### src/kbd_pkg.sv
package kbd_pkg;

    // One byte as it comes off the PS/2 data line
    typedef logic [7:0] scan_code_t;

    // Bit 8 is the released flag, bits 7:0 the scan code
    typedef logic [8:0] key_event_t;

    // CPU bus side
    typedef logic [63:0] bus_addr_t;
    typedef logic [63:0] bus_data_t;
    typedef logic [3:0]  irq_vec_t;

    // Receiver FSM states
    typedef enum logic [1:0] {
        RX_IDLE,
        RX_DATA,
        RX_PARITY,
        RX_STOP
    } rx_state_t;

    // Prefix sent by the keyboard ahead of a release code
    localparam scan_code_t BREAK_PREFIX = 8'hF0;

    // Read value for addresses nobody decodes
    localparam bus_data_t UNMAPPED_DATA = 64'hDEAD_BEEF_DEAD_BEEF;

    // Vector raised for a keyboard event
    localparam irq_vec_t KEY_IRQ = 4'd1;

endpackage

### src/ps2_receiver.sv
`timescale 1ns/100ps

module ps2_receiver #(
    parameter int FRAME_TIMEOUT = 2000
) (
    input  logic                clock,
    input  logic                reset_n,
    input  logic                ps2_clk,
    input  logic                ps2_dat,
    output logic                event_valid,
    output kbd_pkg::key_event_t event_data,
    output logic                frame_error,
    output kbd_pkg::scan_code_t last_code
);
    import kbd_pkg::*;

    localparam int TIMER_W = $clog2(FRAME_TIMEOUT + 1);

    logic [1:0]         clk_sync;
    logic [1:0]         dat_sync;
    logic               clk_prev;
    logic               ps2_fall;
    logic               ps2_dat_s;
    rx_state_t          state;
    logic [2:0]         bit_count;
    logic [TIMER_W-1:0] idle_timer;
    logic               release_armed;
    scan_code_t         shift_reg;
    logic               parity_bit;
    logic               frame_ok;

    // Both lines idle high, so the synchronisers come out of reset at one
    always_ff @(posedge clock or negedge reset_n) begin
        if (!reset_n) begin
            clk_sync <= 2'b11;
            dat_sync <= 2'b11;
            clk_prev <= 1'b1;
        end else begin
            clk_sync <= {clk_sync[0], ps2_clk};
            dat_sync <= {dat_sync[0], ps2_dat};
            clk_prev <= clk_sync[1];
        end
    end

    assign ps2_fall  = clk_prev & ~clk_sync[1];
    assign ps2_dat_s = dat_sync[1];

    // Odd parity over data and parity bit, stop bit must be high
    assign frame_ok = (^{shift_reg, parity_bit}) & ps2_dat_s;

    always_ff @(posedge clock or negedge reset_n) begin
        if (!reset_n) begin
            state         <= RX_IDLE;
            bit_count     <= '0;
            idle_timer    <= '0;
            release_armed <= 1'b0;
            event_valid   <= 1'b0;
            frame_error   <= 1'b0;
            last_code     <= '0;
        end else begin
            event_valid <= 1'b0;
            frame_error <= 1'b0;

            if (state == RX_IDLE || ps2_fall) begin
                idle_timer <= '0;
            end else if (idle_timer == TIMER_W'(FRAME_TIMEOUT - 1)) begin
                // Stalled frame, drop it without a report
                idle_timer <= '0;
                state      <= RX_IDLE;
            end else begin
                idle_timer <= idle_timer + 1'b1;
            end

            if (ps2_fall) begin
                case (state)
                    RX_IDLE: begin
                        // Start bit is a low data line
                        if (!ps2_dat_s) begin
                            bit_count <= '0;
                            state     <= RX_DATA;
                        end
                    end
                    RX_DATA: begin
                        bit_count <= bit_count + 1'b1;
                        if (bit_count == 3'd7) begin
                            state <= RX_PARITY;
                        end
                    end
                    RX_PARITY: state <= RX_STOP;
                    RX_STOP: begin
                        state <= RX_IDLE;
                        if (!frame_ok) begin
                            frame_error   <= 1'b1;
                            release_armed <= 1'b0;
                        end else if (shift_reg == BREAK_PREFIX) begin
                            release_armed <= 1'b1;
                        end else begin
                            event_valid   <= 1'b1;
                            last_code     <= shift_reg;
                            release_armed <= 1'b0;
                        end
                    end
                    default: state <= RX_IDLE;
                endcase
            end
        end
    end

    // LSB arrives first, so shift in from the top
    always_ff @(posedge clock) begin
        if (ps2_fall) begin
            if (state == RX_DATA) begin
                shift_reg <= {ps2_dat_s, shift_reg[7:1]};
            end
            if (state == RX_PARITY) begin
                parity_bit <= ps2_dat_s;
            end
            if (state == RX_STOP) begin
                event_data <= {release_armed, shift_reg};
            end
        end
    end

    a_one_outcome: assert property (@(posedge clock) disable iff (!reset_n)
        !(event_valid && frame_error));

    a_single_pulse: assert property (@(posedge clock) disable iff (!reset_n)
        event_valid |=> !event_valid);

endmodule

### src/key_fifo.sv
`timescale 1ns/100ps

module key_fifo #(
    parameter int FIFO_DEPTH = 8
) (
    input  logic                clock,
    input  logic                reset_n,
    input  logic                write,
    input  kbd_pkg::key_event_t write_data,
    input  logic                pop,
    input  logic                clear_overflow,
    output kbd_pkg::key_event_t head_data,
    output logic                not_empty,
    output logic                overflow
);
    import kbd_pkg::*;

    localparam int PTR_W = $clog2(FIFO_DEPTH);

    key_event_t     mem [FIFO_DEPTH];
    logic [PTR_W-1:0] rd_ptr;
    logic [PTR_W-1:0] wr_ptr;
    logic [PTR_W:0]   count;
    logic             full;
    logic             do_write;

    assign full      = (count == (PTR_W + 1)'(FIFO_DEPTH));
    assign not_empty = (count != '0);
    assign do_write  = write & ~full;
    assign head_data = mem[rd_ptr];

    always_ff @(posedge clock) begin
        if (do_write) begin
            mem[wr_ptr] <= write_data;
        end
    end

    // Pointers wrap naturally since the depth is a power of two
    always_ff @(posedge clock or negedge reset_n) begin
        if (!reset_n) begin
            rd_ptr   <= '0;
            wr_ptr   <= '0;
            count    <= '0;
            overflow <= 1'b0;
        end else begin
            if (do_write) begin
                wr_ptr <= wr_ptr + 1'b1;
            end
            if (pop) begin
                rd_ptr <= rd_ptr + 1'b1;
            end
            if (do_write && !pop) begin
                count <= count + 1'b1;
            end else if (pop && !do_write) begin
                count <= count - 1'b1;
            end

            // A fresh drop outranks a clear in the same cycle
            if (write && full) begin
                overflow <= 1'b1;
            end else if (clear_overflow) begin
                overflow <= 1'b0;
            end
        end
    end

    a_pop_not_empty: assert property (@(posedge clock) disable iff (!reset_n)
        pop |-> not_empty);

endmodule

### src/kbd_bus_port.sv
`timescale 1ns/100ps

module kbd_bus_port #(
    parameter kbd_pkg::bus_addr_t KEY_BASE = 64'h0000_0000_8000_0010
) (
    input  logic                clock,
    input  logic                reset_n,
    input  kbd_pkg::bus_addr_t  bus_address,
    input  logic                bus_read_enable,
    input  kbd_pkg::key_event_t head_data,
    input  logic                not_empty,
    input  logic                overflow,
    input  logic                event_valid,
    input  logic                frame_error,
    input  logic                interrupt_done,
    output kbd_pkg::bus_data_t  bus_read_data,
    output logic                pop,
    output logic                clear_overflow,
    output kbd_pkg::irq_vec_t   interrupt_vector
);
    import kbd_pkg::*;

    localparam bus_addr_t STATUS_ADDR = KEY_BASE + 64'd4;

    logic      data_sel;
    logic      status_sel;
    logic      data_read;
    logic      status_read;
    logic      frame_error_flag;
    bus_data_t status_word;

    assign data_sel    = (bus_address == KEY_BASE);
    assign status_sel  = (bus_address == STATUS_ADDR);
    assign data_read   = bus_read_enable & data_sel;
    assign status_read = bus_read_enable & status_sel;

    // One event leaves the queue per cycle of data read
    assign pop            = data_read & not_empty;
    assign clear_overflow = status_read;

    assign status_word = bus_data_t'({frame_error_flag, overflow, not_empty});

    always_comb begin
        if (!bus_read_enable) begin
            bus_read_data = '0;
        end else if (data_sel) begin
            // Head is zero-extended, empty queue reads as zero
            bus_read_data = not_empty ? bus_data_t'(head_data) : '0;
        end else if (status_sel) begin
            bus_read_data = status_word;
        end else begin
            bus_read_data = UNMAPPED_DATA;
        end
    end

    // Sticky until the status word has been read
    always_ff @(posedge clock or negedge reset_n) begin
        if (!reset_n) begin
            frame_error_flag <= 1'b0;
        end else if (frame_error) begin
            frame_error_flag <= 1'b1;
        end else if (status_read) begin
            frame_error_flag <= 1'b0;
        end
    end

    // Done takes priority over an event arriving in the same cycle
    always_ff @(posedge clock or negedge reset_n) begin
        if (!reset_n) begin
            interrupt_vector <= '0;
        end else if (interrupt_done) begin
            interrupt_vector <= '0;
        end else if (event_valid) begin
            interrupt_vector <= KEY_IRQ;
        end
    end

    a_vector_legal: assert property (@(posedge clock) disable iff (!reset_n)
        interrupt_vector == '0 || interrupt_vector == KEY_IRQ);

endmodule

### src/kbd_top.sv
`timescale 1ns/100ps

module kbd_top #(
    parameter int                 FIFO_DEPTH    = 8,
    parameter int                 FRAME_TIMEOUT = 2000,
    parameter kbd_pkg::bus_addr_t KEY_BASE      = 64'h0000_0000_8000_0010
) (
    input  logic               CLOCK_50,
    input  logic               KEY0,
    input  logic               PS2_CLK,
    input  logic               PS2_DAT,
    input  kbd_pkg::bus_addr_t bus_address,
    input  logic               bus_read_enable,
    input  logic               interrupt_done,
    output kbd_pkg::bus_data_t bus_read_data,
    output kbd_pkg::irq_vec_t  interrupt_vector,
    output kbd_pkg::scan_code_t LEDG
);
    import kbd_pkg::*;

    logic       event_valid;
    key_event_t event_data;
    logic       frame_error;
    key_event_t head_data;
    logic       not_empty;
    logic       overflow;
    logic       pop;
    logic       clear_overflow;

    ps2_receiver #(
        .FRAME_TIMEOUT (FRAME_TIMEOUT)
    ) ps2_receiver_inst (
        .clock       (CLOCK_50),
        .reset_n     (KEY0),
        .ps2_clk     (PS2_CLK),
        .ps2_dat     (PS2_DAT),
        .event_valid (event_valid),
        .event_data  (event_data),
        .frame_error (frame_error),
        .last_code   (LEDG)
    );

    key_fifo #(
        .FIFO_DEPTH (FIFO_DEPTH)
    ) key_fifo_inst (
        .clock          (CLOCK_50),
        .reset_n        (KEY0),
        .write          (event_valid),
        .write_data     (event_data),
        .pop            (pop),
        .clear_overflow (clear_overflow),
        .head_data      (head_data),
        .not_empty      (not_empty),
        .overflow       (overflow)
    );

    kbd_bus_port #(
        .KEY_BASE (KEY_BASE)
    ) kbd_bus_port_inst (
        .clock            (CLOCK_50),
        .reset_n          (KEY0),
        .bus_address      (bus_address),
        .bus_read_enable  (bus_read_enable),
        .head_data        (head_data),
        .not_empty        (not_empty),
        .overflow         (overflow),
        .event_valid      (event_valid),
        .frame_error      (frame_error),
        .interrupt_done   (interrupt_done),
        .bus_read_data    (bus_read_data),
        .pop              (pop),
        .clear_overflow   (clear_overflow),
        .interrupt_vector (interrupt_vector)
    );

endmodule

### config.mk
export PLATFORM = sky130hd
export DESIGN_NAME = kbd_top
export DESIGN_NICKNAME = d
export VERILOG_FILES = /design/src/kbd_pkg.sv /design/src/ps2_receiver.sv /design/src/key_fifo.sv /design/src/kbd_bus_port.sv /design/src/kbd_top.sv
export SDC_FILE = /design/constraint.sdc
export NUM_CORES = 1
export LEC_CHECK = 0
export BUFFER_PORTS_ARGS = -buffer_cell sky130_fd_sc_hd__buf_2
export CORE_AREA = 2 2 128 105
export DETAILED_ROUTE_END_ITERATION = 10
export DIE_AREA = 0 0 130 107
export PLACE_DENSITY = 0.72
export SETUP_SLACK_MARGIN = 0.5
export SYNTH_ARGS = -nofsm -noshare
export SYNTH_HDL_FRONTEND = slang
export SYNTH_SLANG_ARGS = --single-unit
### constraint.sdc
create_clock -name CLOCK_50 -period 2.4 [get_ports CLOCK_50]
set_input_delay 0.24 -clock CLOCK_50 [delete_from_list [all_inputs] [get_ports CLOCK_50]]
set_output_delay 0.24 -clock CLOCK_50 [all_outputs]
set_load 0.01 [all_outputs]
* Yosys cells after proc, flatten, opt, wreduce, memory -nomap -nowiden
Memory sizes are Yosys's and may differ from the RTL's. Cells that the tools add are included.
Word-level totals: register bits after elaboration 66, memory bits (writable) 72, input port bits 70, output and inout bits 76, logic and storage cells 96, memories kept 1
Cells by class: add/subtract/negate cells 6, equal/unequal tests 10, multiplexer cells 32, bitwise operators 9, reductions and logical operators 19
Memory list:
- key_fifo_inst.mem | words 8, bits a word 9, rd ports 1, clocked after Yosys merged registers in 0, write ports 1, line key_fifo.sv:20 | key_event_t mem [FIFO_DEPTH];
Operators by type and width (number):
- 2-to-1 mux 64 bit | 3
- equality test 64 x 32 -> 1 bit, second input constant | 2
- 2-to-1 mux 11 bit | 2
- 2-to-1 mux 4 bit | 4
- 2-to-1 mux 1 bit | 14
- adder 11 x 1 -> 11 bit, second input constant | 1
- equality test 11 bit, second input constant | 1
- 2-to-1 mux 2 bit | 5
- nonzero test 2 bit | 5
- adder 3 x 1 -> 3 bit, second input constant | 3
- 2-to-1 mux 9 bit | 1
- parity 9 bit | 1
- equality test 8 bit, second input constant | 1
- case mux 2 bit (4 select lines) | 1
- bitwise AND 1 bit | 6
- case mux 3 bit (2 select lines) | 1
- AND reduction 2 bit | 3
- adder 4 x 1 -> 4 bit, second input constant | 1
- equality test 2 bit, second input constant | 2
- equality test 4 bit, second input constant | 1
- AND reduction 4 bit | 1
- nonzero test 4 bit | 1
- subtractor 4 x 1 -> 4 bit, second input constant | 1
- equality test 3 bit, second input constant | 1
- other kinds (9) | 14

* Logic depth before layout (Yosys ltp)
Gate-level depths: netlist of run 1.
word-level depth 7, gate-level depth with buffers 12, depth with buffers taken out 12

* Modules after synthesis
From an unflattened synthesis of run 1, not the netlist that was laid out.
Second synthesis, totals: cells, all modules 419, area, all modules 6264.8 um^2
Modules (own cells, without submodules):
- key_fifo | times used 1, cells each 170, area an instance 3445.8 um^2, sequential area each 2437.3 um^2
- ps2_receiver | times used 1, cells each 136, area an instance 1989.4 um^2, sequential area each 1347.5 um^2
- kbd_bus_port | times used 1, cells each 113, area an instance 829.5 um^2, sequential area each 50.0 um^2

* Worst setup path after synthesis of run 1
No wires, ideal clock.
path type input to output, start in bus_address[31], end out bus_read_data[10], arrival time 2.361 ns, data required time 2.160 ns, setup slack -0.201 ns, cell stages on the path 6, buffers on the path 2, cells stage by stage nor4b_1 nand4_1 nor4_1 buf_2 nor2_1 buf_4
On the way: longest elaborated chain between the ends 4, elaborated cells between the ends (all ways) 5, those cells by class eq/ne (2); mux (3)
Ends and longest elaborated chain:
- start, declared | line kbd_top.sv:12 | input kbd_pkg::bus_addr_t bus_address,
- equality test 64 x 32 -> 1 bit | line kbd_bus_port.sv:33 | assign status_sel = (bus_address == STATUS_ADDR);
- 2-to-1 mux 64 bit | line kbd_bus_port.sv:49 | end else if (status_sel) begin
- 2-to-1 mux 64 bit * | line kbd_bus_port.sv:46 | end else if (data_sel) begin
- 2-to-1 mux 64 bit * | line kbd_bus_port.sv:44 | if (!bus_read_enable) begin
- end, declared | line kbd_top.sv:15 | output kbd_pkg::bus_data_t bus_read_data,
Every way passes the cells marked *; elsewhere a longest branch is shown, timed or not.

* Worst setup path in the final report of run 1
start reg key_fifo_inst.rd_ptr[1], end out bus_read_data[0]
On the way: longest elaborated chain between the ends 4
Ends and longest elaborated chain:
- start, declared | line key_fifo.sv:21 | logic [PTR_W-1:0] rd_ptr;
- start signal, assigned | line key_fifo.sv:50 | rd_ptr <= rd_ptr + 1'b1;
- memory read (8 x 9 bit)
- 2-to-1 mux 9 bit | line kbd_bus_port.sv:48 | bus_read_data = not_empty ? bus_data_t'(head_data) : '0;
- 2-to-1 mux 64 bit | line kbd_bus_port.sv:46
- 2-to-1 mux 64 bit | line kbd_bus_port.sv:44
No other way between the ends.

==> flow_metrics.py, run 1 <==
metrics = {
    "detailed_routing": {
        "drt-initial-drc-count": 167,
        "drtPass1Iterations": 4,
        "wl_mm": 12.4,
        "viasPerCell": 5.09,
        "avgRoutedWirePerCell_microns": 17.0,
        "vias": 3702,
        "drc": 0,
        "ant_nets": 0,
    },
    "placed_design": {
        "dpl.hpwl_mm": 8.45,
        "place_congestion": 0.759,
        "io_buffers": 128,
        "placed_cell_area_sq_um": 6670,
        "place_ws_ns": -0.182,
    },
    "worst_setup_path": {
        "start_kind": "register",
        "cp_max_fo": 4,
        "rr_startpoint": "key_fifo_inst.count[2]$_DFFE_PN0P_",
        "path_class": "register to primary output",
        "crit_arrival_ns": 2.08,
        "rr_worst_depth": 11,
        "required_ns": 2.16,
        "r2r_setup_slack_ns": 0.18,
        "rr_endpoint": "key_fifo_inst.count[3]$_DFFE_PN0P_",
        "endpoint_kind": "primary output",
    },
    "timing": {
        "finalWorstSetupSlack_ns": 0.0806,
        "fin_crit_sh_pct": 96.6,
        "setup_tns_ns": 0,
        "tightest_slew_ns": 1.02,
        "finalSetupViolCount": 0,
        "hold_viol_final": 0,
        "rsz0062_at_grt": "yes",
        "clock_skew_ns": 0.00762,
        "period_needed_ns": 2.32,
        "relSlewSlack_pct": 32.0,
        "fmax_mhz": 431,
        "whs_ns": 0.00385,
        "slew_violations": 0,
    },
    "cells_and_area": {
        "postLayoutCellArea_sq_um": 7670,
        "largest_reg_flops": 72,
        "nFillCells": 937,
        "drive_above_1_share_pct": 50.8,
        "largest_register": "key_fifo_inst.mem",
        "utilization_pct": 60.7,
        "reg.largest.list": "key_fifo_inst.mem (72), ps2_receiver_inst.idle_timer (11), ps2_receiver_inst.event_data (9)",
        "nNetsFinal": 619,
        "diodes": 0,
        "area_growth_syn_to_layout_pct": 28.6,
    },
    "global_routing": {
        "grt_pass1_wl_mm": 18.9,
        "grt_pass1_vias": 3811,
        "grt_max_degree": 46,
        "grt_util_all_layers_pct": 18.5,
        "overflow": 0,
        "antenna_found_initial": 0,
    },
    "synth": {
        "yosysWarnings": 0,
        "synthTopCellsByCount": "edfxtp_1 (90), buf_4 (57), dfrtp_1 (40)",
        "syn-cell-area_sq_um": 5960,
        "ys_types": 43,
        "yosysMostFrequentCell": "edfxtp_1",
        "async_reset_ff_share_pct": 33.3,
        "postSynthCellCount": 397,
        "synth-edff-count": 90,
        "synth_top_area_share_pct": 45.3,
        "synth_area_leaders": "edfxtp_1 (45%), dfrtp_1 (17%), buf_4 (7.2%)",
        "synth-seq-area-share_pct": 64.3,
        "synthFlopType": "edfxtp_1",
        "synth.avg_cell_area_sq_um": 15.0,
        "yosys.area.top_type": "edfxtp_1",
        "ys_ff_latch": 135,
    },
    "die": {
        "start_util_pct": 47.2,
        "core_area_sq_um": 12600,
        "die_w_microns": 130,
        "num_rows": 37,
        "fp.dieH_microns": 107,
        "die-area_sq_um": 13900,
        "ioPinCount": 146,
    },
    "run": {
        "drv_cap": 0,
    },
    "power_and_ir_drop": {
        "leakage_nw": 3.15,
        "powerDensity_nw_per_um2": 669,
        "ir_drop_uv": 562,
    },
    "hold_path": {
        "min-delay-path-class": "input port to async pin",
    },
    "clock_tree": {
        "ctsLongestPathBuffers": 2,
        "h-tree-depth": 4,
        "cts_tree": "yes",
        "clkSinkCount": 135,
        "cts_root_buffer": "clkbuf_16",
        "clkTransAtPathRegs_ns": 0.06,
        "cts_buffers": 17,
        "clk_latency_ns": 0.41,
    },
    "outcome": {
        "status": "finished clean",
    },
}
==> critical path: stages, from the launching register on <==
cell and delay, ns:
dfrtp_2 0.45, mux4_2 0.53, mux2_4 0.30, o21bai_4 0.15
a21oi_1 0.09, buf_2 0.16
==> cell families after synthesis <==
| kind of cell | Yosys count | share of synthesized area (%) |
|---|---|---|
| AOI/OAI and AO/OA | 24 | 2.58 |
| xor gates and xnor gates | 24 | 3.88 |
| adders and majority gates | 9 | 2.01 |
| buffers and inverters | 71 | 8.16 |
| DFF | 135 | 64.3 |
| muxes | 39 | 10.7 |
| other | 1 | 0.0629 |
| and+or+nand+nor | 94 | 8.29 |
==> layout make-up <==
cell class	instances	area, sq um	area share [%]
tap	175	219	2.85
timing repair buffer	172	1070	14.0
clock buffer	17	425	5.55
clock inverter	15	109	1.42
inverter	6	27.5	0.359
multi-input combinational	208	1970	25.7
sequential	135	3840	50.1
==> power breakdown <==
part	total (mW)	switching (mW)	internal, mW
registers	2.53	0.0287	2.51
logic	0.300	0.163	0.138
clock network	2.30	0.985	1.31
total	5.13	1.18	3.96
==> metal layers <==
layer | GRT usage (%) | wire (microns)
met5 | 0 | 0
met1 | 21.4 | 5010
met2 | 32.6 | 6470
met3 | 5.34 | 759
met4 | 6.91 | 172
==> per-stage QoR <==
stage | instances | power [mW]
after floorplan | 413 | 2.77
after CTS | 721 | 5.17
after global placement | 672 | 2.84
after global routing | 728 | 5.33
final | 728 | 5.13
after detailed placement | 672 | 2.85
==> placed cells by master (no fill, tap or decap), drive strengths merged, types with 3 or more instances in the layout <==
cell	n
nor4	16
dlygate4sd3	3
o21ai	5
inv	6
ha	8
nor2	28
nand2b	4
nand4	8
clkbuf	18
nand2	15
nand3	6
xnor2	17
buf	168
and3	3
mux4	18
a21oi	7
and2	3
clkinv	7
nor3	6
mux2	19
clkinvlp	8
dfstp	5
edfxtp	90
xor2	6
a22o	3
dfrtp	40
conb	17
==> worst max-delay path by stage <==
stage                                                   start                            endpoint  depth (start not counted)
after floorplan                               bus_address[23]  key_fifo_inst.count[3]$_DFFE_PN0P_                         12
after global placement                        bus_address[33]  key_fifo_inst.count[3]$_DFFE_PN0P_                         13
after detailed placement                      bus_address[49]  key_fifo_inst.count[3]$_DFFE_PN0P_                         13
after CTS                 key_fifo_inst.rd_ptr[1]$_DFFE_PN0P_                    bus_read_data[0]                          5
after global routing      key_fifo_inst.rd_ptr[1]$_DFFE_PN0P_                    bus_read_data[1]                          6
final                     key_fifo_inst.rd_ptr[1]$_DFFE_PN0P_                    bus_read_data[0]                          5
==> repair_timing <==
item / CTS / global route
buffers inserted: 13 / 6
hold endpoints to repair: 3 / 0
gates cloned: 1 / 1
endpoints found under the setup margin: 62 / 73
pin swaps: 10 / 21
resized for setup: 27 / 28
hold buffers: 3 / 0
No activity file was read; power rests on OpenSTA's default activity.
==> inputs of run 2 (changes only) <==
Settings changed: CORE_AREA 2 2 128 105 to 2 2 120 99, DIE_AREA 0 0 130 107 to 0 0 122 101, PLACE_DENSITY 0.72 to 0.77.
Clock period 2.4 ns to 2.9 ns, I/O delays scaled along.
==> flow_metrics.py, run 2 (synthesis gave the netlist of run 1 again) <==
metrics = {
    "cells_and_area": {
        "largest_reg_flops": 72,
        "largest_register": "key_fifo_inst.mem",
        "diodes": 0,
        "final_cell_mix": "buf_2 (128), edfxtp_1 (90), dfrtp_1 (37), nor2_1 (27), mux4_2 (18)",
        "final_common_cell": "buf_2",
        "postLayoutCellArea_sq_um": 7350,
        "utilization_pct": 65.8,
        "drive_above_1_share_pct": 45.9,
        "area_growth_syn_to_layout_pct": 23.2,
        "nNetsFinal": 598,
        "reg.largest.list": "key_fifo_inst.mem (72), ps2_receiver_inst.idle_timer (11), ps2_receiver_inst.event_data (9)",
    },
    "detailed_routing": {
        "avgRoutedWirePerCell_microns": 18.3,
        "met2_length_mm": 6.39,
        "vias": 3620,
        "drtPass1Iterations": 5,
        "viasPerCell": 5.32,
        "dr.max_layer_used": "met4",
        "ant_nets": 0,
        "wl_met1_mm": 4.71,
        "wl_met3_mm": 1.14,
        "drc": 0,
        "wl_mm": 12.5,
        "drt-initial-drc-count": 217,
    },
    "placed_design": {
        "io_buffers": 128,
        "dpl.hpwl_mm": 8.61,
        "placed_cell_area_sq_um": 6560,
        "place_ws_ns": 0.0913,
        "place_congestion": 0.753,
    },
    "clock_tree": {
        "clk_latency_ns": 0.43,
        "cts_buffers": 17,
        "clkTransAtPathRegs_ns": 0.06,
        "ctsLongestPathBuffers": 2,
        "cts_tree": "yes",
        "clkSinkCount": 135,
        "cts_root_buffer": "clkbuf_16",
        "h-tree-depth": 4,
    },
    "die": {
        "die_w_microns": 122,
        "die-area_sq_um": 12300,
        "start_util_pct": 53.4,
        "fp.dieH_microns": 101,
        "ioPinCount": 146,
        "core_area_sq_um": 11200,
        "num_rows": 35,
    },
    "power_and_ir_drop": {
        "ir_drop_uv": 432,
        "power_mw": 4.54,
        "leakage_nw": 3.05,
        "powerDensity_nw_per_um2": 618,
    },
    "timing": {
        "hold_viol_final": 0,
        "fin_crit_sh_pct": 83.5,
        "finalWorstSetupSlack_ns": 0.480,
        "period_needed_ns": 2.42,
        "finalSetupViolCount": 0,
        "setup_tns_ns": 0,
        "tightest_slew_ns": 1.13,
        "rsz0062_at_grt": "yes",
        "slew_violations": 0,
        "fmax_mhz": 413,
        "relSlewSlack_pct": 24.0,
        "clock_skew_ns": 0.0102,
    },
    "global_routing": {
        "grt_util_all_layers_pct": 21.0,
        "overflow": 0,
        "antenna_found_initial": 0,
        "grt_pass1_vias": 3675,
        "grt_pass1_wl_mm": 18.7,
        "grt_max_degree": 46,
    },
    "worst_setup_path": {
        "crit_arrival_ns": 2.13,
        "required_ns": 2.61,
        "start_kind": "register",
        "cp_max_fo": 4,
        "path_class": "register to primary output",
        "endpoint_kind": "primary output",
    },
    "outcome": {
        "status": "finished clean",
    },
    "run": {
        "drv_cap": 0,
    },
    "hold_path": {
        "min-delay-path-class": "input port to register",
    },
}
==> run 2: where the power goes <==
group	total [mW]	internal (mW)	switching, mW	leakage, nW
clock network	2.21	1.38	0.829	0.300
registers	2.10	2.07	0.0253	1.43
logic	0.227	0.100	0.127	1.31
total	4.54	3.56	0.981	3.05
==> run 2: final timing paths <==
kind,endpoint,depth (start not counted),startpoint,slack [ns]
worst min-delay path,kbd_bus_port_inst.interrupt_vector[0]$_DFFE_PN0P_,2,interrupt_done,0.005
worst max-delay path,bus_read_data[0],6,key_fifo_inst.rd_ptr[1]$_DFFE_PN0P_,0.48
worst min register to register,ps2_receiver_inst.clk_sync[1]$_DFF_PN1_,0,ps2_receiver_inst.clk_sync[0]$_DFF_PN1_,0.36
max in group asynchronous,key_fifo_inst.rd_ptr[0]$_DFFE_PN0P_,1,KEY0,2.11
worst max register to register,key_fifo_inst.count[3]$_DFFE_PN0P_,10,key_fifo_inst.count[0]$_DFFE_PN0P_,0.53
min in group asynchronous,ps2_receiver_inst.idle_timer[5]$_DFF_PN0_,1,KEY0,0.03
==> run 2: final cells by class <==
type,count,area (sq um)
clock buffers,19,443
clock inverters,13,169
fillers,775,3820
inverters,6,22.5
multi-input cells,207,1820
flip-flops and latches,135,3840
well taps,148,185
repair buffers,152,866
==> run 2: per-layer routing <==
layer / global-route usage [%] / vias up
met3: 7.41 / 21
met2: 35.6 / 181
met5: 0 / -
met4: 7.87 / 0
met1: 24.8 / 1773
li1: - / 1645
==> run 2: timing repair <==
action,CTS,global route
endpoints found under the hold margin,2,0
resized for setup,8,15
setup buffers,4,2
setup endpoints to repair,10,51
hold buffers,2,0
pin swaps,0,3
==> run 2: stage by stage <==
step                hold WS (ns)  std cells
finish                   0.00496        680
global route             0.00221        680
CTS                      0.00210        678
detailed placement         0.348        640
global placement           0.346        640
floorplan               -0.00559        413
==> run 2: worst max-delay path, cell delays in order (launching register included) <==
cell and delay, ns:
dfrtp_2 0.41, buf_12 0.13, mux4_2 0.50, mux2_4 0.28, o21bai_1 0.17, a21oi_2 0.08, buf_2 0.15
